### config.mk
export PLATFORM = sky130hd
export DESIGN_NAME = issue_queue
export DESIGN_NICKNAME = d
export VERILOG_FILES = /design/src/common/exu_pkg.sv /design/src/verilog/issue_queue.sv
export SDC_FILE = /design/constraint.sdc
export NUM_CORES = 1
export LEC_CHECK = 0
export BUFFER_PORTS_ARGS = -buffer_cell sky130_fd_sc_hd__buf_2
export CORE_ASPECT_RATIO = 0.75
export CORE_MARGIN = 4
export CORE_UTILIZATION = 30
export DETAILED_ROUTE_END_ITERATION = 6
export HOLD_SLACK_MARGIN = 0.02
export PLACE_DENSITY_LB_ADDON = 0.1
export SYNTH_ARGS = -nofsm -noshare
export SYNTH_HDL_FRONTEND = slang
export SYNTH_SLANG_ARGS = --single-unit
export TNS_END_PERCENT = 5
### constraint.sdc
create_clock -name clk -period 5.8 [get_ports clk]
set_input_delay 0.58 -clock clk [delete_from_list [all_inputs] [get_ports clk]]
set_output_delay 0.58 -clock clk [all_outputs]
set_load 0.05 [all_outputs]
### src/common/exu_pkg.sv
package exu_pkg;

    localparam int xlen        = 32;
    localparam int queue_depth = 4;   // also the decoder's starting credit count
    localparam int credit_w    = 3;   // holds 0..queue_depth
    localparam int qptr_w      = 2;   // issue queue pointer width
    localparam int mem_words   = 256;
    localparam int mem_aw      = 8;   // word address into data memory

    // major opcodes of the supported subset
    localparam logic [6:0] op_reg    = 7'b0110011;
    localparam logic [6:0] op_imm    = 7'b0010011;
    localparam logic [6:0] op_lui    = 7'b0110111;
    localparam logic [6:0] op_auipc  = 7'b0010111;
    localparam logic [6:0] op_jal    = 7'b1101111;
    localparam logic [6:0] op_jalr   = 7'b1100111;
    localparam logic [6:0] op_load   = 7'b0000011;
    localparam logic [6:0] op_store  = 7'b0100011;
    localparam logic [31:0] ebreak_instr = 32'h0010_0073; // the only system op we accept

    // operand pair for the alu, written as {a, b}
    typedef enum logic [1:0] {
        src_imm_zero = 2'b00,   // {0, imm}
        src_pc_imm   = 2'b01,   // {pc, imm}
        src_rs1_rs2  = 2'b10,   // {rs1, rs2}
        src_rs1_imm  = 2'b11    // {rs1, imm}
    } src_sel_e;

    typedef enum logic [2:0] {
        alu_add    = 3'd0,
        alu_sub    = 3'd1,
        alu_and    = 3'd2,
        alu_or     = 3'd3,
        alu_xor    = 3'd4,
        alu_slt    = 3'd5,   // signed compare
        alu_pass_b = 3'd6    // lui
    } alu_op_e;

    // which pair feeds the next-pc adder
    typedef enum logic [1:0] {
        npc_pc_plus4 = 2'b00,
        npc_pc_imm   = 2'b01,   // jal
        npc_rs1_imm  = 2'b10    // jalr
    } npc_sel_e;

    // store size, masks 0 / 1 / 3 / f before the byte-offset shift
    typedef enum logic [1:0] {
        mem_none = 2'b00,
        mem_byte = 2'b01,
        mem_half = 2'b10,
        mem_word = 2'b11
    } mem_size_e;

    typedef struct packed {
        src_sel_e        src_sel;
        alu_op_e         alu_op;
        npc_sel_e        npc_sel;
        mem_size_e       mem_size;
        logic            is_load;
        logic            is_link;    // jal / jalr, rd gets pc+4
        logic            is_ebreak;
        logic            illegal;
        logic [xlen-1:0] imm;        // already sign extended
        logic [xlen-1:0] pc;
        logic [xlen-1:0] rs1_d;
        logic [xlen-1:0] rs2_d;
    } issue_pkt_t;

endpackage

### src/verilog/issue_queue.sv
`timescale 1ns/100ps

module issue_queue (
    input  logic                clk,
    input  logic                rst_n,
    input  logic                push,
    input  exu_pkg::issue_pkt_t push_pkt,
    input  logic                pop,
    output logic                q_valid,
    output exu_pkg::issue_pkt_t q_pkt,
    output logic                credit_return
);

    exu_pkg::issue_pkt_t          entries [exu_pkg::queue_depth];
    logic [exu_pkg::qptr_w-1:0]   wr_ptr;
    logic [exu_pkg::qptr_w-1:0]   rd_ptr;
    logic [exu_pkg::credit_w-1:0] count;   // occupancy, 0..queue_depth

    assign q_valid = (count != '0);
    assign q_pkt   = entries[rd_ptr];   // head entry

    // pointers and occupancy
    always_ff @(posedge clk or negedge rst_n) begin
        if (!rst_n) begin
            wr_ptr        <= '0;
            rd_ptr        <= '0;
            count         <= '0;
            credit_return <= 1'b0;
        end else begin
            credit_return <= pop;            // one credit back per pop
            if (push)
                wr_ptr <= wr_ptr + 1'b1;     // depth is a power of two, wraps on its own
            if (pop)
                rd_ptr <= rd_ptr + 1'b1;
            case ({push, pop})
                2'b10:   count <= count + 1'b1;
                2'b01:   count <= count - 1'b1;
                default: count <= count;
            endcase
        end
    end

    // storage, no full check since the decoder never pushes without a credit
    always_ff @(posedge clk) begin
        if (push)
            entries[wr_ptr] <= push_pkt;
    end

endmodule

==> impl_metrics.json <==
{
  "ys_ff_latch": 572,
  "cp-end-kind": "output port",
  "die_h_um": 235.7,
  "initial_core_util_pct": 30.31,
  "fmax_mhz": 279.4,
  "antenna_left": 0,
  "nets": 1252,
  "critPathSlowestCell": "dfrtp_4",
  "grt_first_pass_wirelength_mm": 64.96,
  "post_synth_instance_area_um2": 20740,
  "path_max_fanout": 62,
  "drtIter0Drc": 452,
  "max-vdd-ir-drop_uv": 264.3,
  "synth-edff-count": 564,
  "grt_setup_unrepaired": "false",
  "setup_violations": 0,
  "min_path_type": "input pin to flop",
  "area_growth_pct": 20.94,
  "core_um2": 68440,
  "rows": 83,
  "tightest_slew_ns": 0.9671,
  "yosysUniqueCellTypes": 18,
  "cts.sinks": 572,
  "min_path_cells": 1,
  "r2r_slack_ns": 3.51,
  "path_clk_slew_ns": 0.06,
  "wl_mm": 43.64,
  "avgViaCountPerCell": 4.454,
  "period_needed_ns": 3.579,
  "finalCritPeriodShare_pct": 61.71,
  "ys_warn_count": 0,
  "min_to": "credit_return$_DFF_PN0_",
  "async_flop_share_pct": 1.399,
  "outcome": "complete, no violations",
  "num_io_pins": 288,
  "synthFlopType": "edfxtp_1",
  "cts_root_buffer": "clkbuf_16",
  "synth_seq_area_share_pct": 82.63,
  "fill_cells": 6302,
  "p_leak_nw": 8.398,
  "avgSynthCellArea_um2": 26.83,
  "start_kind": "flop",
  "antenna_found_initial": 8,
  "r2r_start": "wr_ptr[1]$_DFFE_PN0P_",
  "first_pass_iters": 4,
  "required_ns": 5.22,
  "skew_ns": 0.01039,
  "grt_pass1_vias": 9797,
  "dp_hpwl_mm": 25.03,
  "drive_above_1_share_pct": 45.42,
  "dieArea_um2": 73450,
  "timing.final.hold_violations": 0,
  "grt_start_max_net_pins": 82,
  "die_x_um": 311.6,
  "cts_tree": "built",
  "yosys.area.top_type_share_pct": 81.66,
  "cp.arrival_ns": 3.00,
  "synth_common_cells": "edfxtp_1, mux4_2, buf_2",
  "grt_usage_pct": 11.74,
  "max_stage_delay_ns": 0.93,
  "grt_overflow": 0,
  "synth_most_common_cell": "edfxtp_1",
  "pre_cts_ws_ns": 2.727,
  "clock_latency_ns": 0.60,
  "critPathKind": "flop to output port",
  "path_delay_family": "flip-flops",
  "synth_nets": 924,
  "critPathBufInv": 2,
  "place_area_um2": 23270,
  "drc": 0,
  "post_drt_wl_per_cell_um": 21.36,
  "hold_path_startpoint": "pop",
  "maxCapViolCount": 0,
  "drv_slew": 0,
  "port_buffers": 287,
  "cts_resized": 0,
  "powerDensity_nw_per_um2": 586.6,
  "cts-htree-levels": 2,
  "setup_slack_ns": 2.221,
  "tns_ns": 0,
  "syn_inst": 773,
  "post-route-cell-area_um2": 25080,
  "synthTopCellsByArea": "edfxtp_1, mux4_2, dfrtp_1",
  "worstRegToRegCells": 4,
  "numCtsBuffers": 58,
  "gp_congestion": 0.6685,
  "worstPathCellList": "buf_12 > mux4_2 > buf_2",
  "clock_path_buffers": 3,
  "vias": 9099,
  "slew_headroom_pct": 35.52,
  "yosysTopAreaCell": "edfxtp_1",
  "r2r-end": "entries[1][79]$_DFFE_PP_"
}
[cell type report]
type	count	area (µm²)	area share, %
diodes	4	10.01	0.03991
clock inverters	28	197.7	0.7881
flip-flops and latches	572	17140	68.35
repair buffers	300	1624	6.475
inverters	6	22.52	0.08979
multi-input cells	163	3378	13.47
well taps	892	1116	4.450
clock buffers	78	1590	6.340
[worst max path at each step]
stage                           from                 endpoint  slack (ns)  cells past startpoint
2_1_floorplan  wr_ptr[0]$_DFFE_PN0P_  entries[0][0]$_DFFE_PP_        1.43                      3
3_3_place_gp   rd_ptr[0]$_DFFE_PN0P_                q_pkt[81]        2.73                      3
3_5_place_dp   rd_ptr[0]$_DFFE_PN0P_                q_pkt[72]        2.73                      3
4_1_cts        rd_ptr[0]$_DFFE_PN0P_                q_pkt[72]        2.04                      3
5_1_grt        rd_ptr[0]$_DFFE_PN0P_                q_pkt[72]        1.95                      3
6_report       rd_ptr[0]$_DFFE_PN0P_                q_pkt[78]        2.22                      3
[layout by cell type, fill, tap and decap left out, drive strengths merged]
cell type	synthesis	routed
and2	4	4
buf	27	299
bufinv	0	3
clkbuf	5	78
clkinv	0	25
dfrtp	8	8
diode	0	4
dlygate4sd3	0	1
edfxtp	564	564
fa	1	1
ha	5	5
inv	6	6
mux2i	1	1
mux4	141	141
nand2	2	2
nor2	1	1
o21ai	1	1
or3	1	1
xnor2	2	2
xor2	4	4
[power by group]
| part | switching, mW | leakage, nW | internal [mW] |
|---|---|---|---|
| combinational | 3.90 | 2.25 | 1.59 |
| sequential | 0.294 | 5.27 | 5.40 |
| clock | 1.49 | 0.879 | 2.04 |
| total | 5.68 | 8.40 | 9.03 |
[layer usage]
metal  GRT usage (%)  vias up  part of all wire (%)
met1           15.45     4813                    44
met3           3.670       75                   6.0
li1                -     4007                     -
met4           3.443        8                   2.2
met2           18.85      196                    48
met5               0        -                  0.12
[repair_timing]
item	4_1_cts	5_1_grt
hold endpoints to repair	8	0
hold buffers	1	0
setup buffers	0	0
[per-stage QoR]
step                cells  util (%)  hold WS, ns  power, mW
floorplan             773         -       0.2844      10.10
global placement     1932     34.01       0.4467      11.48
detailed placement   1932     34.01       0.4471      11.47
CTS                  2039     36.64       0.1165      15.08
global route         2040     36.64       0.1378      15.44
finish               2043     36.65       0.1737      14.71
[state kept, by name, summed over array words and instances, names as in the netlist]
name,flops
count,3
credit_return,1
entries,564
rd_ptr,2
wr_ptr,2
[logic make-up (layout without fill, tap and decap cells)]
kind of cell / count (synthesis) / in the layout / share of synthesized area (%)
AOI/OAI and AO/OA: 1 / 1 / 0.02411
xor gates and xnor gates: 6 / 6 / 0.2534
adders and majority gates: 6 / 6 / 0.3982
buffers and inverters: 38 / 412 / 1.134
DFF: 572 / 572 / 82.63
muxes: 142 / 142 / 15.36
other: 0 / 4 / 0
and+or+nand+nor: 8 / 8 / 0.2051
Note: power is estimated with default switching activity, not from simulation.
