**src/common/exu_pkg.sv**
```systemverilog
package exu_pkg;

    localparam int xlen        = 32;
    localparam int queue_depth = 4;   // also the decoder's starting credit count
    localparam int credit_w    = 3;   // holds 0..queue_depth
    localparam int qptr_w      = 2;   // issue queue pointer width
    localparam int mem_words   = 256;
    localparam int mem_aw      = 8;   // word address into data memory

    // major opcodes of the supported subset
    localparam logic [6:0] op_reg    = 7'b0110011;
    localparam logic [6:0] op_imm    = 7'b0010011;
    localparam logic [6:0] op_lui    = 7'b0110111;
    localparam logic [6:0] op_auipc  = 7'b0010111;
    localparam logic [6:0] op_jal    = 7'b1101111;
    localparam logic [6:0] op_jalr   = 7'b1100111;
    localparam logic [6:0] op_load   = 7'b0000011;
    localparam logic [6:0] op_store  = 7'b0100011;
    localparam logic [31:0] ebreak_instr = 32'h0010_0073; // the only system op we accept

    // operand pair for the alu, written as {a, b}
    typedef enum logic [1:0] {
        src_imm_zero = 2'b00,   // {0, imm}
        src_pc_imm   = 2'b01,   // {pc, imm}
        src_rs1_rs2  = 2'b10,   // {rs1, rs2}
        src_rs1_imm  = 2'b11    // {rs1, imm}
    } src_sel_e;

    typedef enum logic [2:0] {
        alu_add    = 3'd0,
        alu_sub    = 3'd1,
        alu_and    = 3'd2,
        alu_or     = 3'd3,
        alu_xor    = 3'd4,
        alu_slt    = 3'd5,   // signed compare
        alu_pass_b = 3'd6    // lui
    } alu_op_e;

    // which pair feeds the next-pc adder
    typedef enum logic [1:0] {
        npc_pc_plus4 = 2'b00,
        npc_pc_imm   = 2'b01,   // jal
        npc_rs1_imm  = 2'b10    // jalr
    } npc_sel_e;

    // store size, masks 0 / 1 / 3 / f before the byte-offset shift
    typedef enum logic [1:0] {
        mem_none = 2'b00,
        mem_byte = 2'b01,
        mem_half = 2'b10,
        mem_word = 2'b11
    } mem_size_e;

    typedef struct packed {
        src_sel_e        src_sel;
        alu_op_e         alu_op;
        npc_sel_e        npc_sel;
        mem_size_e       mem_size;
        logic            is_load;
        logic            is_link;    // jal / jalr, rd gets pc+4
        logic            is_ebreak;
        logic            illegal;
        logic [xlen-1:0] imm;        // already sign extended
        logic [xlen-1:0] pc;
        logic [xlen-1:0] rs1_d;
        logic [xlen-1:0] rs2_d;
    } issue_pkt_t;

endpackage

```
**src/execute/alu.sv**
```systemverilog
`timescale 1ns/100ps

module alu (
    input  logic [exu_pkg::xlen-1:0] a,
    input  logic [exu_pkg::xlen-1:0] b,
    input  exu_pkg::alu_op_e         op,
    output logic [exu_pkg::xlen-1:0] res
);

    logic lt;   // signed less-than

    assign lt = ($signed(a) < $signed(b));

    always_comb begin
        case (op)
            exu_pkg::alu_add:    res = a + b;
            exu_pkg::alu_sub:    res = a - b;
            exu_pkg::alu_and:    res = a & b;
            exu_pkg::alu_or:     res = a | b;
            exu_pkg::alu_xor:    res = a ^ b;
            exu_pkg::alu_slt:    res = {{(exu_pkg::xlen-1){1'b0}}, lt};
            exu_pkg::alu_pass_b: res = b;   // lui puts the u-immediate on b
            default:             res = a + b;
        endcase
    end

endmodule

```
**src/execute/exec_unit.sv**
```systemverilog
`timescale 1ns/100ps

module exec_unit (
    input  logic                          clk,
    input  logic                          rst_n,
    input  logic                          q_valid,
    input  exu_pkg::issue_pkt_t           q_pkt,
    output logic                          pop,
    output logic                          mem_we,
    output logic [exu_pkg::mem_aw-1:0]    mem_addr,
    output logic [exu_pkg::xlen-1:0]      mem_wdata,
    output logic [exu_pkg::xlen/8-1:0]    mem_wmask,
    input  logic [exu_pkg::xlen-1:0]      mem_rdata,
    output logic                          out_valid,
    input  logic                          out_ready,
    output logic [exu_pkg::xlen-1:0]      rd_d,
    output logic [exu_pkg::xlen-1:0]      dnpc,
    output logic                          halt,
    output logic                          illegal
);

    logic [exu_pkg::xlen-1:0]   op_a, op_b, alu_res;
    logic [exu_pkg::xlen-1:0]   npc_a, npc_b, next_pc;
    logic [exu_pkg::xlen-1:0]   link_pc;
    logic [exu_pkg::xlen-1:0]   rd_sel;
    logic [exu_pkg::xlen/8-1:0] base_mask;
    logic [1:0]                 byte_off;

    // take the head whenever the result slot is free or draining this cycle
    assign pop = q_valid && (!out_valid || out_ready);

    // alu operand pair
    always_comb begin
        case (q_pkt.src_sel)
            exu_pkg::src_imm_zero: {op_a, op_b} = {{exu_pkg::xlen{1'b0}}, q_pkt.imm};
            exu_pkg::src_pc_imm:   {op_a, op_b} = {q_pkt.pc, q_pkt.imm};
            exu_pkg::src_rs1_rs2:  {op_a, op_b} = {q_pkt.rs1_d, q_pkt.rs2_d};
            default:               {op_a, op_b} = {q_pkt.rs1_d, q_pkt.imm};
        endcase
    end

    alu u_alu (
        .a   (op_a),
        .b   (op_b),
        .op  (q_pkt.alu_op),
        .res (alu_res)
    );

    // next pc, own adder so it never waits on the alu
    always_comb begin
        case (q_pkt.npc_sel)
            exu_pkg::npc_pc_imm:  {npc_a, npc_b} = {q_pkt.pc, q_pkt.imm};
            exu_pkg::npc_rs1_imm: {npc_a, npc_b} = {q_pkt.rs1_d, q_pkt.imm};
            default:              {npc_a, npc_b} = {q_pkt.pc, exu_pkg::xlen'(4)};
        endcase
    end
    assign next_pc = npc_a + npc_b;
    assign link_pc = q_pkt.pc + exu_pkg::xlen'(4);

    // store path, sub-word data and mask move up to the addressed byte lane
    always_comb begin
        case (q_pkt.mem_size)
            exu_pkg::mem_byte: base_mask = 4'h1;
            exu_pkg::mem_half: base_mask = 4'h3;
            exu_pkg::mem_word: base_mask = 4'hf;
            default:           base_mask = 4'h0;
        endcase
    end
    assign byte_off  = alu_res[1:0];
    assign mem_addr  = alu_res[exu_pkg::mem_aw+1:2];   // word address
    assign mem_wdata = q_pkt.rs2_d << {byte_off, 3'b000};
    assign mem_wmask = base_mask << byte_off;
    assign mem_we    = pop && (q_pkt.mem_size != exu_pkg::mem_none);  // lands on the pop edge

    // rd source: load data, link address, halt code, else alu (stores give the address)
    always_comb begin
        if (q_pkt.is_load)
            rd_sel = mem_rdata;
        else if (q_pkt.is_link)
            rd_sel = link_pc;
        else if (q_pkt.is_ebreak)
            rd_sel = q_pkt.rs1_d;
        else
            rd_sel = alu_res;
    end

    always_ff @(posedge clk or negedge rst_n) begin
        if (!rst_n) begin
            out_valid <= 1'b0;
            halt      <= 1'b0;
            illegal   <= 1'b0;
        end else if (pop) begin
            out_valid <= 1'b1;
            halt      <= q_pkt.is_ebreak;
            illegal   <= q_pkt.illegal;
        end else if (out_ready) begin
            out_valid <= 1'b0;   // drained with nothing behind it
        end
    end

    always_ff @(posedge clk) begin
        if (pop) begin           // holds while stalled
            rd_d <= rd_sel;
            dnpc <= next_pc;
        end
    end

endmodule

```
**config.mk**
```make
export PLATFORM = sky130hd
export DESIGN_NAME = exec_unit
export DESIGN_NICKNAME = d
export VERILOG_FILES = /design/src/common/exu_pkg.sv /design/src/execute/alu.sv /design/src/execute/exec_unit.sv
export SDC_FILE = /design/constraint.sdc
export NUM_CORES = 1
export LEC_CHECK = 0
export ABC_AREA = 1
export BUFFER_PORTS_ARGS = -buffer_cell sky130_fd_sc_hd__buf_2
export CAP_MARGIN = 20
export CORE_MARGIN = 2
export CORE_UTILIZATION = 55
export CTS_CLUSTER_SIZE = 28
export DETAILED_ROUTE_END_ITERATION = 6
export PLACE_DENSITY = 0.8
export SLEW_MARGIN = 20
export SYNTH_ARGS = -nofsm -noshare
export SYNTH_HDL_FRONTEND = slang
export SYNTH_SLANG_ARGS = --single-unit
```
**constraint.sdc**
```tcl
create_clock -name clk -period 7.6 [get_ports clk]
set_input_delay 1.52 -clock clk [delete_from_list [all_inputs] [get_ports clk]]
set_output_delay 1.52 -clock clk [all_outputs]
set_load 0.01 [all_outputs]
```
==> results.sh <==
export IMPL_p_leak_nw=8.42
export IMPL_gr_total_overflow=0
export IMPL_min_path_type="flip-flop to flip-flop"
export IMPL_cts_buffers=9
export IMPL_antenna_found_initial=1
export IMPL_num_fill_cells=2417
export IMPL_grt_usage=0.485
export IMPL_place_congestion=1.16
export IMPL_p_comb_frac=0.599
export IMPL_synthArstFlopShare=0.0448
export IMPL_ff2ff_path_depth=4
export IMPL_relSlewSlack=0.340
export IMPL_finalClockSkew_ns=0.0104
export IMPL_ir_worst_vdd_mv=0.108
export IMPL_cp_arrival_ns=5.76
export IMPL_synth_cell_type_count=49
export IMPL_synth_flop_cell="edfxtp_1"
export IMPL_wl_per_cell_um=22.3
export IMPL_tightest_slew_ns=0.989
export IMPL_yosysWarningCount=0
export IMPL_drv_cap=0
export IMPL_die_h_um=161
export IMPL_finalSetupTns_ns=0
export IMPL_holdBufCountCts=0
export IMPL_h_tree_depth=3
export IMPL_cts_tree="done"
export IMPL_p_sw_frac=0.505
export IMPL_endpoint="mem_wdata[24]"
export IMPL_syn_nets=2672
export IMPL_yosysSeqAreaShare=0.148
export IMPL_p_per_area_nw_per_um2=151
export IMPL_fin_nets=2897
export IMPL_synth_avg_cell_area_um2=5.72
export IMPL_setup_ws_ns=0.322
export IMPL_netlist_instances=2363
export IMPL_internal_power_mw=1.15
export IMPL_worstSetupStartpoint="q_pkt[139]"
export IMPL_clockPowerShare=0.195
export IMPL_clk_insertion_delay_late_ns=0.35
export IMPL_vias=18000
export IMPL_grt_max_degree=67
export IMPL_synth_edff_count=64
export IMPL_grt_pass1_vias=16400
export IMPL_cp_start_kind="input port"
export IMPL_place_hpwl_um=53000
export IMPL_avgViaCountPerCell=6.17
export IMPL_status="finished clean"
export IMPL_clock_sinks=67
export IMPL_reg2reg_to="rd_d[13]"
export IMPL_syn_to_final_growth_pct=13.9
export IMPL_pre_cts_slack_ns=0.562
export IMPL_rows=57
export IMPL_finalSetupViolations=0
export IMPL_worstSetupPathType="input port to output port"
export IMPL_clockBufferDepth=2
export IMPL_period_needed_ns=7.28
export IMPL_required_ns=6.08
export IMPL_drtPass1Iterations=7
export IMPL_grt_first_pass_wirelength_um=95500
export IMPL_r2r_start="out_valid"
export IMPL_ios=290
export IMPL_coreArea_um2=24200
export IMPL_dieArea_um2=25800
export IMPL_whs_path_depth=2
export IMPL_p_sw_mw=1.17
export IMPL_fin_crit_sh=0.958
export IMPL_ant_nets=0
export IMPL_drive_gt1_frac=0.140
export IMPL_drc=0
export IMPL_port_buffers=289
export IMPL_wirelength_um=65000
export IMPL_critPathCaptureType="output port"
export IMPL_fmax_mhz=137
export IMPL_rrSetupSlack_ns=5.83
export IMPL_rsz0062_at_grt="no"
export IMPL_drt_iter0_drc=2696
export IMPL_slew_violations=0
export IMPL_ys_ff_latch=67
export IMPL_cts_resized=0
export IMPL_fp_dieW_um=161
export IMPL_initial_utilization=0.557
export IMPL_path_clk_slew_ns=0.07
export IMPL_netlist_area_um2=13500
export IMPL_root_buffer="clkbuf_16"
export IMPL_hold_violations=0
export IMPL_post_cts_buffers=0
export IMPL_cp_max_fo=36
export IMPL_seq_power_share=0.206
export IMPL_antenna_cells=0
## cell families (layout without fill, tap and decap cells)
kind of cell | after synthesis | in the layout | share of synthesized area
compound gates | 492 | 492 | 0.204
flops | 67 | 67 | 0.148
fa+ha+maj | 132 | 132 | 0.124
xor+xnor | 52 | 52 | 0.0337
buf+inv | 512 | 742 | 0.148
simple gates | 1108 | 1108 | 0.343
## stage by stage
stage / total power, mW / hold WS, ns / cell area [um2] / utilization / cells
after CTS: 2.25 / 0.486 / 15400 / 0.635 / 2917
after global placement: 1.78 / 0.460 / 15100 / 0.622 / 2901
after detailed placement: 1.80 / 0.472 / 15100 / 0.622 / 2901
after global routing: 2.43 / 0.540 / 15400 / 0.635 / 2917
after floorplan: 1.35 / 0.515 / 13500 / - / 2363
final: 2.32 / 0.486 / 15400 / 0.635 / 2917
## Yosys cell counts (6+ instances only)
cell type / instances / area (um2)
a211oi_1: 11 / 82.6
a21boi_0: 6 / 45.0
a21oi_1: 188 / 941
a221oi_1: 11 / 96.3
a31oi_1: 10 / 62.6
and2_1: 6 / 37.5
buf_1: 9 / 33.8
buf_2: 16 / 80.1
buf_4: 6 / 45.0
clkbuf_1: 56 / 210
edfxtp_1: 64 / 1920
ha_1: 129 / 1610
inv_1: 405 / 1520
inv_2: 13 / 48.8
nand2_1: 622 / 2330
nand2_2: 10 / 62.6
nand3_1: 154 / 771
nand3b_1: 6 / 45.0
nand4_1: 41 / 257
nor2_1: 210 / 788
nor3_1: 40 / 200
nor4_1: 8 / 50.1
o211ai_1: 9 / 67.6
o21a_1: 7 / 52.6
o21ai_0: 155 / 776
o21ai_1: 15 / 75.1
o21bai_1: 10 / 75.1
o22ai_1: 55 / 344
xnor2_1: 11 / 96.3
xor2_1: 41 / 359
## how the worst min path moves through the flow
stage	from	endpoint	slack [ns]
global route	illegal	illegal	0.54
global placement	illegal	illegal	0.46
CTS	illegal	illegal	0.49
finish	illegal	illegal	0.49
detailed placement	illegal	illegal	0.47
floorplan	illegal	illegal	0.52
## state kept, by name (all words and copies together), names as in the netlist
signal	flops
illegal	1
halt	1
dnpc	32
out_valid	1
rd_d	32
## power groups by stage
stage / Sequential (mW) / Combinational (mW) / Clock [mW]
global placement: 0.485 / 1.30 / 0
floorplan: 0.510 / 0.836 / 0
global route: 0.482 / 1.49 / 0.463
detailed placement: 0.486 / 1.32 / 0
CTS: 0.479 / 1.33 / 0.447
finish: 0.478 / 1.39 / 0.453
## area by class of cell
type                    instances  area [um2]  share of cell area
clock buffers                   9         225              0.0146
multi-input cells            1784        9530               0.619
well taps                     324         405              0.0263
clock inverters                 7        82.6             0.00537
inverters                     421        1580               0.103
repair buffers                305        1570               0.102
flip-flops and latches         67        2000               0.130
## critical path, stage by stage
cell,delay (ns)
buf_2,0.10
inv_1,0.06
nand2_2,0.50
buf_4,0.39
o21ai_0,0.58
ha_1,0.49
inv_1,0.20
nand2_2,0.10
inv_2,0.07
nand2_2,0.08
nor2_1,0.13
and2_1,0.15
nand2_2,0.08
nand3_1,0.09
nand3_2,0.10
nand2_4,0.27
nand2_4,0.28
nand2_1,0.14
nand2_1,0.09
o21ai_1,0.13
buf_2,0.16
## placed cells by master (no fill, tap or decap), types with 4 or more instances in the layout
| master | Yosys | final |
|---|---|---|
| a211oi_1 | 11 | 11 |
| a21boi_0 | 6 | 6 |
| a21o_1 | 4 | 4 |
| a21oi_1 | 188 | 188 |
| a221oi_1 | 11 | 11 |
| a31oi_1 | 10 | 10 |
| and2_1 | 6 | 6 |
| buf_2 | 16 | 289 |
| buf_4 | 6 | 16 |
| clkbuf_16 | 0 | 9 |
| edfxtp_1 | 64 | 64 |
| ha_1 | 129 | 128 |
| inv_1 | 405 | 403 |
| inv_2 | 13 | 15 |
| nand2_1 | 622 | 622 |
| nand2_2 | 10 | 10 |
| nand3_1 | 154 | 154 |
| nand3b_1 | 6 | 6 |
| nand4_1 | 41 | 41 |
| nor2_1 | 210 | 210 |
| nor3_1 | 40 | 39 |
| nor4_1 | 8 | 8 |
| o211ai_1 | 9 | 9 |
| o21a_1 | 7 | 7 |
| o21ai_0 | 155 | 155 |
| o21ai_1 | 15 | 15 |
| o21bai_1 | 10 | 10 |
| o22ai_1 | 55 | 55 |
| xnor2_1 | 11 | 11 |
| xor2_1 | 41 | 41 |
## metal layers
metal | track usage | share of wire | vias to the layer above
met3 | 0.116 | 0.14 | 317
met2 | 0.744 | 0.42 | 1502
met4 | 0.334 | 0.083 | 0
met5 | 0 | 0 | -
li1 | - | - | 8130
met1 | 0.604 | 0.35 | 8048
No activity file was read; power rests on OpenSTA's default activity.
