File: src/common/exu_pkg.sv
package exu_pkg;

    localparam int xlen        = 32;
    localparam int queue_depth = 4;   // also the decoder's starting credit count
    localparam int credit_w    = 3;   // holds 0..queue_depth
    localparam int qptr_w      = 2;   // issue queue pointer width
    localparam int mem_words   = 256;
    localparam int mem_aw      = 8;   // word address into data memory

    // major opcodes of the supported subset
    localparam logic [6:0] op_reg    = 7'b0110011;
    localparam logic [6:0] op_imm    = 7'b0010011;
    localparam logic [6:0] op_lui    = 7'b0110111;
    localparam logic [6:0] op_auipc  = 7'b0010111;
    localparam logic [6:0] op_jal    = 7'b1101111;
    localparam logic [6:0] op_jalr   = 7'b1100111;
    localparam logic [6:0] op_load   = 7'b0000011;
    localparam logic [6:0] op_store  = 7'b0100011;
    localparam logic [31:0] ebreak_instr = 32'h0010_0073; // the only system op we accept

    // operand pair for the alu, written as {a, b}
    typedef enum logic [1:0] {
        src_imm_zero = 2'b00,   // {0, imm}
        src_pc_imm   = 2'b01,   // {pc, imm}
        src_rs1_rs2  = 2'b10,   // {rs1, rs2}
        src_rs1_imm  = 2'b11    // {rs1, imm}
    } src_sel_e;

    typedef enum logic [2:0] {
        alu_add    = 3'd0,
        alu_sub    = 3'd1,
        alu_and    = 3'd2,
        alu_or     = 3'd3,
        alu_xor    = 3'd4,
        alu_slt    = 3'd5,   // signed compare
        alu_pass_b = 3'd6    // lui
    } alu_op_e;

    // which pair feeds the next-pc adder
    typedef enum logic [1:0] {
        npc_pc_plus4 = 2'b00,
        npc_pc_imm   = 2'b01,   // jal
        npc_rs1_imm  = 2'b10    // jalr
    } npc_sel_e;

    // store size, masks 0 / 1 / 3 / f before the byte-offset shift
    typedef enum logic [1:0] {
        mem_none = 2'b00,
        mem_byte = 2'b01,
        mem_half = 2'b10,
        mem_word = 2'b11
    } mem_size_e;

    typedef struct packed {
        src_sel_e        src_sel;
        alu_op_e         alu_op;
        npc_sel_e        npc_sel;
        mem_size_e       mem_size;
        logic            is_load;
        logic            is_link;    // jal / jalr, rd gets pc+4
        logic            is_ebreak;
        logic            illegal;
        logic [xlen-1:0] imm;        // already sign extended
        logic [xlen-1:0] pc;
        logic [xlen-1:0] rs1_d;
        logic [xlen-1:0] rs2_d;
    } issue_pkt_t;

endpackage

File: src/decode/op_decoder.sv
`timescale 1ns/100ps

module op_decoder (
    input  logic                          clk,
    input  logic                          rst_n,
    input  logic                          in_valid,
    output logic                          in_ready,
    input  logic [exu_pkg::xlen-1:0]      instr,
    input  logic [exu_pkg::xlen-1:0]      pc,
    input  logic [exu_pkg::xlen-1:0]      rs1_d,
    input  logic [exu_pkg::xlen-1:0]      rs2_d,
    input  logic                          credit_return,
    output logic                          push,
    output exu_pkg::issue_pkt_t           push_pkt
);

    logic [exu_pkg::credit_w-1:0] credits;
    logic                         accept;
    logic [6:0]                   opcode;
    logic [2:0]                   funct3;
    logic [6:0]                   funct7;
    logic [exu_pkg::xlen-1:0]     imm_i, imm_s, imm_u, imm_j;
    exu_pkg::issue_pkt_t          dec_pkt;

    assign opcode = instr[6:0];
    assign funct3 = instr[14:12];
    assign funct7 = instr[31:25];

    // immediates, all sign extended from bit 31
    assign imm_i = {{20{instr[31]}}, instr[31:20]};
    assign imm_s = {{20{instr[31]}}, instr[31:25], instr[11:7]};
    assign imm_u = {instr[31:12], 12'b0};
    assign imm_j = {{12{instr[31]}}, instr[19:12], instr[20], instr[30:21], 1'b0};

    assign in_ready = (credits != '0);   // one free queue slot reserved per credit
    assign accept   = in_valid && in_ready;

    always_comb begin
        dec_pkt         = '0;            // imm_zero / add / pc+4 / no store
        dec_pkt.pc      = pc;
        dec_pkt.rs1_d   = rs1_d;
        dec_pkt.rs2_d   = rs2_d;
        dec_pkt.illegal = 1'b1;          // cleared by any recognised encoding
        case (opcode)
            exu_pkg::op_reg: begin
                dec_pkt.src_sel = exu_pkg::src_rs1_rs2;
                dec_pkt.illegal = 1'b0;
                case (funct3)
                    3'b000: dec_pkt.alu_op = funct7[5] ? exu_pkg::alu_sub : exu_pkg::alu_add;
                    3'b111: dec_pkt.alu_op = exu_pkg::alu_and;
                    3'b110: dec_pkt.alu_op = exu_pkg::alu_or;
                    3'b100: dec_pkt.alu_op = exu_pkg::alu_xor;
                    3'b010: dec_pkt.alu_op = exu_pkg::alu_slt;
                    default: dec_pkt.illegal = 1'b1;   // shifts, sltu
                endcase
                // only sub may set funct7, and only bit 5
                if (funct7 != 7'b0 && !(funct7 == 7'b0100000 && funct3 == 3'b000))
                    dec_pkt.illegal = 1'b1;
            end
            exu_pkg::op_imm: begin
                dec_pkt.src_sel = exu_pkg::src_rs1_imm;
                dec_pkt.imm     = imm_i;
                dec_pkt.illegal = (funct3 != 3'b000);  // addi only
            end
            exu_pkg::op_lui: begin
                dec_pkt.alu_op  = exu_pkg::alu_pass_b;
                dec_pkt.imm     = imm_u;
                dec_pkt.illegal = 1'b0;
            end
            exu_pkg::op_auipc: begin
                dec_pkt.src_sel = exu_pkg::src_pc_imm;
                dec_pkt.imm     = imm_u;
                dec_pkt.illegal = 1'b0;
            end
            exu_pkg::op_jal: begin
                dec_pkt.npc_sel = exu_pkg::npc_pc_imm;
                dec_pkt.imm     = imm_j;
                dec_pkt.is_link = 1'b1;
                dec_pkt.illegal = 1'b0;
            end
            exu_pkg::op_jalr: begin
                dec_pkt.npc_sel = exu_pkg::npc_rs1_imm;
                dec_pkt.imm     = imm_i;
                dec_pkt.is_link = 1'b1;
                dec_pkt.illegal = (funct3 != 3'b000);
            end
            exu_pkg::op_load: begin
                dec_pkt.src_sel = exu_pkg::src_rs1_imm;   // address = rs1 + imm
                dec_pkt.imm     = imm_i;
                dec_pkt.is_load = 1'b1;
                dec_pkt.illegal = (funct3 != 3'b010);     // lw only
            end
            exu_pkg::op_store: begin
                dec_pkt.src_sel = exu_pkg::src_rs1_imm;
                dec_pkt.imm     = imm_s;
                dec_pkt.illegal = 1'b0;
                case (funct3)
                    3'b000:  dec_pkt.mem_size = exu_pkg::mem_byte;
                    3'b001:  dec_pkt.mem_size = exu_pkg::mem_half;
                    3'b010:  dec_pkt.mem_size = exu_pkg::mem_word;
                    default: dec_pkt.illegal  = 1'b1;
                endcase
            end
            default: begin
                if (instr == exu_pkg::ebreak_instr) begin
                    dec_pkt.is_ebreak = 1'b1;
                    dec_pkt.illegal   = 1'b0;
                end
            end
        endcase
    end

    // credit is spent at acceptance so the push one edge later always has a slot
    always_ff @(posedge clk or negedge rst_n) begin
        if (!rst_n) begin
            credits <= exu_pkg::credit_w'(exu_pkg::queue_depth);
            push    <= 1'b0;
        end else begin
            push <= accept;
            case ({accept, credit_return})
                2'b10:   credits <= credits - 1'b1;
                2'b01:   credits <= credits + 1'b1;
                default: credits <= credits;       // both or neither
            endcase
        end
    end

    always_ff @(posedge clk) begin
        if (accept)
            push_pkt <= dec_pkt;   // payload, qualified by push
    end

endmodule

File: config.mk
export PLATFORM = sky130hd
export DESIGN_NAME = op_decoder
export DESIGN_NICKNAME = d
export VERILOG_FILES = /design/src/common/exu_pkg.sv /design/src/decode/op_decoder.sv
export SDC_FILE = /design/constraint.sdc
export NUM_CORES = 1
export LEC_CHECK = 0
export ABC_AREA = 1
export BUFFER_PORTS_ARGS = -buffer_cell sky130_fd_sc_hd__buf_4
export CORE_MARGIN = 3
export CORE_UTILIZATION = 51
export CTS_BUF_LIST = sky130_fd_sc_hd__clkbuf_8
export DETAILED_ROUTE_END_ITERATION = 10
export GPL_TIMING_DRIVEN = 0
export PLACE_DENSITY = 0.95
export RECOVER_POWER = 25
export SLEW_MARGIN = 25
export SYNTH_ARGS = -nofsm -noshare
export SYNTH_HDL_FRONTEND = slang
export SYNTH_SLANG_ARGS = --single-unit
File: constraint.sdc
create_clock -name clk -period 10.6 [get_ports clk]
set_input_delay 2.12 -clock clk [delete_from_list [all_inputs] [get_ports clk]]
set_output_delay 2.12 -clock clk [all_outputs]
set_load 0.05 [all_outputs]
==> flow_summary.json, run 1 <==
{
  "yosysTopAreaCellShare_pct": 78.4,
  "cp.arrival_ns": 4.61,
  "multi_input_area_um2": 841,
  "post_cts_buffers": 0,
  "critPathKind": "primary input to flop",
  "yosys.area.top_type": "edfxtp_1",
  "clk_latency_ns": 0.41,
  "syn_area_mm2": 0.00540,
  "synth_edf_count": 141,
  "seq_power_share_pct": 42.6,
  "syn_nets": 481,
  "synthFlopType": "edfxtp_1",
  "p_per_area_mw_per_mm2": 231,
  "p_int_w": 0.00119,
  "ys_ff_latch": 145,
  "cp_max_fo": 101,
  "vdd_drop_max_uv": 135,
  "cts-root-buf": "clkbuf_8",
  "antenna_cells": 0,
  "register_area_mm2": 0.00434,
  "place_hpwl_um": 12800,
  "ys_types": 31,
  "synth_area_per_cell_um2": 15.6,
  "p_clk_share_pct": 25.1,
  "combPwrFrac_pct": 32.3,
  "gr-total-overflow": 0,
  "fmax_mhz": 221,
  "drive_gt1_share_pct": 51.3,
  "core_mm2": 0.0100,
  "synth-simple-area-share_pct": 11.4,
  "utilization_pct": 80.1,
  "die_x_um": 109,
  "synth_xor_area_share_pct": 0.324,
  "ant_nets": 0,
  "synthAdderAreaFrac_pct": 0.602,
  "finalMaxSlewViolations": 42,
  "relSlewSlack_pct": -22.6,
  "rows": 36,
  "power_w": 0.00186,
  "synth_top_family_by_area": "simple AND/OR/NAND/NOR gates",
  "setup_viol": 0,
  "p_switching_w": 0.000666,
  "drc": 0,
  "synth.mux.area_fraction_pct": 0.209,
  "area_delta_synth_final_pct": 49.0,
  "drt_iter0_markers": 324,
  "period_needed_ns": 4.52,
  "synth_async_sr_flop_share_pct": 2.76,
  "ys_seq_area_share_pct": 80.3,
  "drt_first_pass_iters": 5,
  "crit_required_ns": 10.69,
  "leakagePower_nw": 3.55,
  "cts_buffers": 17,
  "tightestPinTransition_ns": 1.83,
  "status": "finished with violations",
  "fillCellCount": 545,
  "port_buffers": 274,
  "die_y_um": 109,
  "hold_viol_final": 0,
  "fin_nets": 775,
  "swShare_pct": 35.9,
  "vias": 3975,
  "hp-class": "flop to flop",
  "grt_usage_pct": 26.9,
  "synth-compound-area-share_pct": 3.80,
  "ctsHoldBuffers": 0,
  "skew_ns": 0.00835,
  "cts.repair.resized": 0,
  "grt_start_max_net_pins": 102,
  "ios": 275,
  "grt_pass1_wl_um": 22900,
  "htreeDepth": 4,
  "cts_buffer_depth": 2,
  "antenna_found_initial": 0,
  "wl_per_cell_um": 20.5,
  "end_kind": "flop",
  "tritoncts": "done",
  "clk_pin_slew_ns": 0.07,
  "viasPerCell": 5.06,
  "cts.sinks": 145,
  "syn_inst": 347,
  "synth_area_leaders": "edfxtp_1, nand2_1, inv_1",
  "tns_ns": 0,
  "initial_core_util_pct": 53.8,
  "grt_pass1_vias": 3997,
  "crit_path_start_kind": "primary input",
  "synth_warnings": 0,
  "globalplace.congestion": 0.886,
  "fp.dieArea_mm2": 0.0119,
  "wl_um": 16100,
  "violations": "max-capacitance violations, max-slew violations",
  "rsz0062_at_grt": "false",
  "maxCapViolations": 1,
  "finalCritPeriodShare_pct": 42.7
}
[state kept, by name (all words and copies together), names as in the netlist]
name,flops
push_pkt,141
credits,3
push,1
[metrics by stage]
| step | cells | area, µm² | hold slack, ns | worst slack, ns |
|---|---|---|---|---|
| 2_1_floorplan | 347 | 5400 | 0.474 | 5.17 |
| 3_3_place_gp | 754 | 7620 | 0.487 | 4.28 |
| 3_5_place_dp | 755 | 7660 | 0.505 | 7.02 |
| 4_1_cts | 786 | 8090 | 0.538 | 7.14 |
| 5_1_grt | 786 | 8040 | 0.568 | 5.84 |
| 6_report | 786 | 8040 | 0.542 | 6.08 |
[cells by family (layout without fill, tap and decap cells)]
kind of cell,after synthesis,in the layout
DFF,145,145
and+or+nand+nor,123,123
buffers and inverters,45,351
AOI/OAI and AO/OA,29,29
adders and majority gates,2,2
xor gates and xnor gates,2,2
muxes,1,1
[critical path: stages]
cell        delay (ns)
clkbuf_4          0.11
nand2_1           0.11
clkinvlp_2        1.41
buf_16            0.79
[power groups by stage]
| stage | Sequential [W] | Combinational (W) | Clock, W |
|---|---|---|---|
| 3_5_place_dp | 0.000800 | 0.000604 | 0 |
| 4_1_cts | 0.000789 | 0.000607 | 0.000471 |
| 3_3_place_gp | 0.000810 | 0.000584 | 0 |
| 5_1_grt | 0.000799 | 0.000621 | 0.000499 |
| 6_report | 0.000790 | 0.000600 | 0.000466 |
| 2_1_floorplan | 0.00112 | 0.0000734 | 0 |
[layout by cell type, fill, tap and decap left out, types with 4 or more instances in the layout]
cell type    n
inv_1       40
buf_4      177
inv_2        4
o21ai_2      9
clkbuf_4    97
o21ai_0      4
nand2_1     55
nor3_1       4
nor2_1      36
clkbuf_8    17
nand4_1      4
o21ai_1      9
edfxtp_1   141
bufinv_16    5
nand3_1     11
[per-layer routing]
metal | GRT usage (%) | wire length (µm) | vias to the layer above
li1 | - | - | 1807
met1 | 28.2 | 5150 | 1887
met2 | 50.3 | 8990 | 246
met3 | 9.18 | 1570 | 35
met4 | 8.48 | 412 | 0
met5 | 0 | 0 | -
[path summary, 6_finish.rpt]
kind / slack [ns] / end / from / depth (start not counted)
setup reg to reg: 7.24 / push_pkt[21] / credits[0] / 5
hold reg to reg: 0.54 / credits[2] / credits[2] / 2
setup / recovery: 6.08 / push_pkt[21] / in_valid / 4
max in group asynchronous: 8.82 / credits[2] / rst_n / 1
min in group asynchronous: 1.53 / credits[1] / rst_n / 1
hold / removal: 0.54 / credits[2] / credits[2] / 2
[cell type report]
class / count / area share (%)
buffer: 2 / 0.233
clock buffer: 17 / 2.91
clock inverter: 14 / 2.49
inverter: 43 / 2.08
multi-input combinational: 157 / 10.5
sequential: 145 / 53.9
tap: 133 / 2.07
timing repair buffer: 275 / 25.9
[cell usage after synthesis, types with 3 or more instances]
| library cell | number |
|---|---|
| inv_1 | 36 |
| nand2_4 | 3 |
| nor2_4 | 3 |
| nand2_2 | 3 |
| edfxtp_1 | 141 |
| o22ai_1 | 3 |
| dfrtp_1 | 3 |
| o21ai_2 | 9 |
| nor3_1 | 4 |
| nor2_1 | 34 |
| nand3_1 | 11 |
| nand4_1 | 4 |
| o21ai_0 | 4 |
| nand2_1 | 53 |
| nor2_8 | 3 |
| o21ai_1 | 9 |
| inv_2 | 5 |
(Power assumes the default switching activity.)
==> run 2, diff against run 1 <==
ABC_AREA = 0   (was 1)
CORE_UTILIZATION = 46   (was 51)
PLACE_DENSITY = 0.92   (was 0.95)
clock period = 4.7 ns   (was 10.6 ns; I/O delays follow)
==> run 2 against run 1 <==
- the run now ends clean
- first-iteration DRC count fell by 39%
- total power rose by 120%
- cell count fell by 12%
- setup slack got worse by 3.8 ns
- cell area fell by 3.9%
- via count fell by 12%
- largest power group unchanged
- register-to-register slack got worse by 4.8 ns
- count of clock-buffer cells in the layout did not move
==> flow_summary.json, run 2 <==
{
  "yosys.area.top_type": "edfxtp_1",
  "ys_top_cells_by_count": "edfxtp_1, a21o_1, nand2_1, nor2_1, nor2b_1",
  "crit_path_end": "in_ready",
  "synth_edf_count": 141,
  "fillCellCount": 670,
  "vdd_drop_max_uv": 261,
  "ctsHoldBuffers": 0,
  "placed_area_mm2": 0.00734,
  "die_y_um": 111,
  "drt_first_pass_iters": 4,
  "vias": 3492,
  "layoutNonFillerInstCount": 694,
  "startpoint": "credits[0]",
  "largestRegisters": "push_pkt x141, credits x3, push x1",
  "htreeDepth": 4,
  "ys_types": 47,
  "final_cell_area_mm2": 0.00773,
  "crit_required_ns": 3.76,
  "p_per_area_mw_per_mm2": 529,
  "cp.arrival_ns": 1.47,
  "die_x_um": 111,
  "finalMaxSlewViolations": 0,
  "drive_gt1_share_pct": 55.6,
  "timing.rr.end": "credits[2]",
  "critPathMaxStageDelay_ns": 0.42,
  "antenna_cells": 0,
  "syn_inst": 257,
  "r2r_cells": 8,
  "finalCritPeriodShare_pct": 51.2,
  "cpLargestDelayFamily": "flip-flops",
  "cp.depth": 2,
  "cpMaxStageDelayCell": "dfrtp_1",
  "largest_reg_flops": 141,
  "hold_viol_final": 0,
  "area_delta_synth_final_pct": 51.3,
  "final_common_cell": "buf_4",
  "viasPerCell": 5.03,
  "critPathKind": "flop to output port",
  "drt_iter0_markers": 197,
  "drc": 0,
  "setup_viol": 0,
  "wl_um": 14300,
  "globalplace.congestion": 0.853,
  "tightestPinTransition_ns": 0.685,
  "ys_ff_latch": 145,
  "place_hpwl_um": 11100,
  "tritoncts": "done",
  "cp.buffers_inverters": 1,
  "synth_area_leaders": "edfxtp_1, a21o_1, dfrtp_1",
  "syn_nets": 391,
  "core_mm2": 0.0106,
  "post_cts_buffers": 0,
  "maxCapViolations": 0,
  "port_buffers": 270,
  "grt_pass1_vias": 3596,
  "leakagePower_nw": 3.36,
  "antenna_found_initial": 0,
  "yosysMostFrequentCell": "edfxtp_1",
  "crit_chain": "or3_1 > buf_4",
  "ys_seq_area_share_pct": 84.9,
  "hp-class": "primary input to asynchronous set/reset pin",
  "initial_core_util_pct": 48.4,
  "cts_buffers": 17,
  "fin_hold_ws_ns": 0.329,
  "period_needed_ns": 2.41,
  "syn_area_mm2": 0.00511,
  "synth_area_per_cell_um2": 19.9,
  "most-common-layout-cells": "buf_4, edfxtp_1, clkbuf_4, a21o_1, clkbuf_8",
  "rsz0062_at_grt": "false",
  "grt_start_max_net_pins": 78,
  "status": "finished, final reports clean",
  "ios": 275,
  "relSlewSlack_pct": 54.0,
  "dp.cells": 664,
  "crit_path_start_kind": "flop",
  "tns_ns": 0,
  "cp_max_fo": 3,
  "r2r_start": "credits[0]",
  "grt_usage_pct": 23.2,
  "fin_nets": 681,
  "cts-root-buf": "clkbuf_8",
  "yosysTopAreaCellShare_pct": 82.9,
  "skew_ns": 0.00919,
  "wl_per_cell_um": 20.6,
  "rows": 37,
  "clk_pin_slew_ns": 0.07,
  "power_w": 0.00409,
  "fp.dieArea_mm2": 0.0124,
  "synth_warnings": 0,
  "top_register": "push_pkt",
  "synth_async_sr_flop_share_pct": 2.76,
  "clk_latency_ns": 0.43,
  "fmax_mhz": 416,
  "gr-total-overflow": 0,
  "synthFlopType": "edfxtp_1",
  "grt_pass1_wl_um": 21400,
  "cts.sinks": 145,
  "ant_nets": 0,
  "cts.repair.resized": 0,
  "cts_buffer_depth": 2,
  "r2r_slack_ns": 2.45,
  "end_kind": "output port"
}
[run 2: area by class of cell]
class                   instances  area [µm²]  share of cell area [%]
flip-flops and latches        145        4340                    56.1
plain buffers                   9        48.8                   0.631
well taps                     136         170                    2.20
multi-input cells              98         686                    8.87
clock buffers                  17         234                    3.03
inverters                       5        31.3                   0.405
clock inverters                13         173                    2.23
repair buffers                271        2050                    26.5
[run 2: power by group]
group	switching (W)	leakage (nW)	total [W]	internal [W]
registers	0.0000758	1.42	0.00177	0.00170
logic	0.000954	1.73	0.00131	0.000352
clock network	0.000447	0.203	0.00101	0.000565
[run 2: cell families (layout without fill, tap and decap cells)]
group | Yosys count | in the layout | share of synthesized area [%]
buffers and inverters | 14 | 315 | 1.57
multiplexers | 1 | 1 | 0.220
adder cells (fa/ha/maj) | 2 | 2 | 0.637
flip-flops | 145 | 145 | 84.9
AO/OA/AOI/OAI | 44 | 44 | 6.54
XOR/XNOR | 5 | 5 | 0.857
AND/OR/NAND/NOR | 46 | 46 | 5.32
[run 2: worst min path at each step]
stage | startpoint | end | slack, ns
finish | rst_n | credits[0] | 0.33
global placement | credits[2] | credits[2] | 0.51
floorplan | credits[0] | credits[0] | 0.50
global route | rst_n | credits[0] | 0.31
detailed placement | credits[0] | credits[0] | 0.54
CTS | rst_n | push | 0.26
[run 2: layer usage]
layer  part of all wire [%]  global-route usage [%]  vias up
met3                    8.3                    8.15       35
met2                     52                    40.1      202
met5                      0                       0        -
li1                       -                       -     1587
met4                    3.1                    10.2        0
met1                     37                    26.1     1668
[run 2: metrics by stage]
| step | setup WS [ns] | utilization, % |
|---|---|---|
| after floorplan | 0.397 | - |
| after global placement | -0.544 | 69.2 |
| after detailed placement | 2.19 | 69.5 |
| after CTS | 2.26 | 73.4 |
| after global routing | 2.22 | 73.2 |
| final | 2.29 | 73.2 |
==> run 3, diff against run 2 <==
clock period = 2.3 ns   (was 4.7 ns; I/O delays follow)
==> run 3 against run 2 <==
- non-clock buffer count increased by 4
- register-to-register slack worse by 2.2 ns
- hold slack got worse by 0.095 ns
- combinational power up 110%
- wire length rose by 7.3%
- clock skew up 0.0035 ns
- via count increased by 2.2%
- flip-flop and latch count stayed put
- core utilization rose by 0.52 points
- count of clock-buffer cells in the layout did not move
- cell count grew 0.58%
- cell area increased by 0.71%
- highest routed layer unchanged
==> flow_summary.json, run 3 (synthesized netlist as in run 2, its figures left out) <==
{
  "ctsHoldBuffers": 1,
  "rsz0062_at_grt": "false",
  "cts.repair.resized": 0,
  "cp.arrival_ns": 2.23,
  "leakagePower_nw": 3.38,
  "p_per_area_mw_per_mm2": 1080,
  "fin_nets": 685,
  "power_w": 0.00842,
  "core_mm2": 0.0106,
  "globalplace.congestion": 0.887,
  "cp_max_fo": 33,
  "finalMaxSlewViolations": 0,
  "hp-class": "primary input to flop",
  "placed_area_mm2": 0.00740,
  "end_kind": "flop",
  "relSlewSlack_pct": 55.3,
  "drt_iter0_markers": 264,
  "tns_ns": 0,
  "initial_core_util_pct": 48.4,
  "fin_ws_ns": 0.235,
  "die_y_um": 111,
  "clk_latency_ns": 0.42,
  "fmax_mhz": 484,
  "post_cts_buffers": 0,
  "antenna_found_initial": 0,
  "hold_viol_final": 0,
  "crit_required_ns": 2.46,
  "vias": 3569,
  "grt_pass1_wl_um": 22500,
  "viasPerCell": 5.11,
  "skew_ns": 0.0127,
  "top_register": "push_pkt",
  "register_area_mm2": 0.00434,
  "cpMaxStageDelayCell": "dfrtp_1",
  "gr-total-overflow": 0,
  "drc": 0,
  "wl_per_cell_um": 22.0,
  "crit_chain": "or3_4 > nand2_4 > clkinvlp_4 > buf_12 > buf_12",
  "crit_path_start_kind": "flop",
  "tightestPinTransition_ns": 0.665,
  "multi_input_area_um2": 694,
  "cpLargestDelayFamily": "buffers and inverters",
  "status": "finished, final reports clean",
  "grt_pass1_vias": 3684,
  "critPathKind": "flop to flop",
  "cts-root-buf": "clkbuf_8",
  "fillCellCount": 662,
  "finalCritPeriodShare_pct": 89.8,
  "largest_reg_flops": 141,
  "grt_usage_pct": 24.8,
  "cts_buffers": 17,
  "ant_nets": 0,
  "path_common_cell": "buf_12",
  "largestRegisters": "push_pkt x141, credits x3, push x1",
  "antenna_cells": 0,
  "ios": 275,
  "final_cell_area_mm2": 0.00778,
  "maxCapViolations": 0,
  "fp.dieArea_mm2": 0.0124,
  "wl_um": 15400,
  "rows": 37,
  "drt_first_pass_iters": 4,
  "dp_slack_ns": 0.227,
  "port_buffers": 270,
  "period_needed_ns": 2.07,
  "cp.buffers_inverters": 3,
  "tritoncts": "done",
  "place_hpwl_um": 12100,
  "most-common-layout-cells": "buf_4, edfxtp_1, clkbuf_4, a21o_1, clkbuf_8",
  "cts_buffer_depth": 2,
  "critPathMaxStageDelay_ns": 0.42,
  "die_x_um": 111,
  "htreeDepth": 4,
  "setup_viol": 0,
  "cts.sinks": 145,
  "grt_start_max_net_pins": 35,
  "utilization_pct": 73.7,
  "drive_gt1_share_pct": 55.0,
  "vdd_drop_max_uv": 567,
  "final_common_cell": "buf_4",
  "area_delta_synth_final_pct": 52.4,
  "clk_pin_slew_ns": 0.08
}
[run 3: worst register-to-register path, stage by stage, from the launching register on]
cell and delay [ns]:
dfrtp_1 0.42, or3_4 0.40, nand2_4 0.08, clkinvlp_4 0.37
buf_12 0.34, buf_12 0.19
[run 3: layout make-up]
type                            instances  area share (%)
Multi-Input combinational cell         98            8.92
Sequential cell                       145            55.7
Inverter                                5           0.354
Timing Repair Buffer                  275            27.0
Tap cell                              136            2.19
Clock inverter                         13            2.20
Clock buffer                           17            3.01
Buffer                                  9           0.627
[run 3: report_power, final]
part / internal [W] / switching (W)
combinational: 0.000765 / 0.00198
sequential: 0.00346 / 0.000161
clock: 0.00116 / 0.000888
[run 3: worst paths after layout]
path | end | depth (start not counted) | from | slack (ns)
min reg2reg | credits[2] | 1 | credits[2] | 0.54
max in group asynchronous | credits[2] | 2 | rst_n | 1.61
max reg2reg | push_pkt[72] | 5 | credits[1] | 0.23
min | push_pkt[33] | 1 | rs1_d[1] | 0.23
max | push_pkt[72] | 5 | credits[1] | 0.23
min in group asynchronous | push | 2 | rst_n | 0.43
[run 3: metrics by stage]
stage | hold slack, ns | std cells
4_1_cts | 0.179 | 698
5_1_grt | 0.192 | 698
3_5_place_dp | 0.261 | 667
2_1_floorplan | 0.164 | 257
6_report | 0.234 | 698
3_3_place_gp | 0.255 | 663
[run 3: per-layer routing]
layer	global-route usage, %	share of wire (%)
met2	43.4	54
met3	9.67	9.0
met5	0	0
met1	27.6	35
met4	8.92	2.4
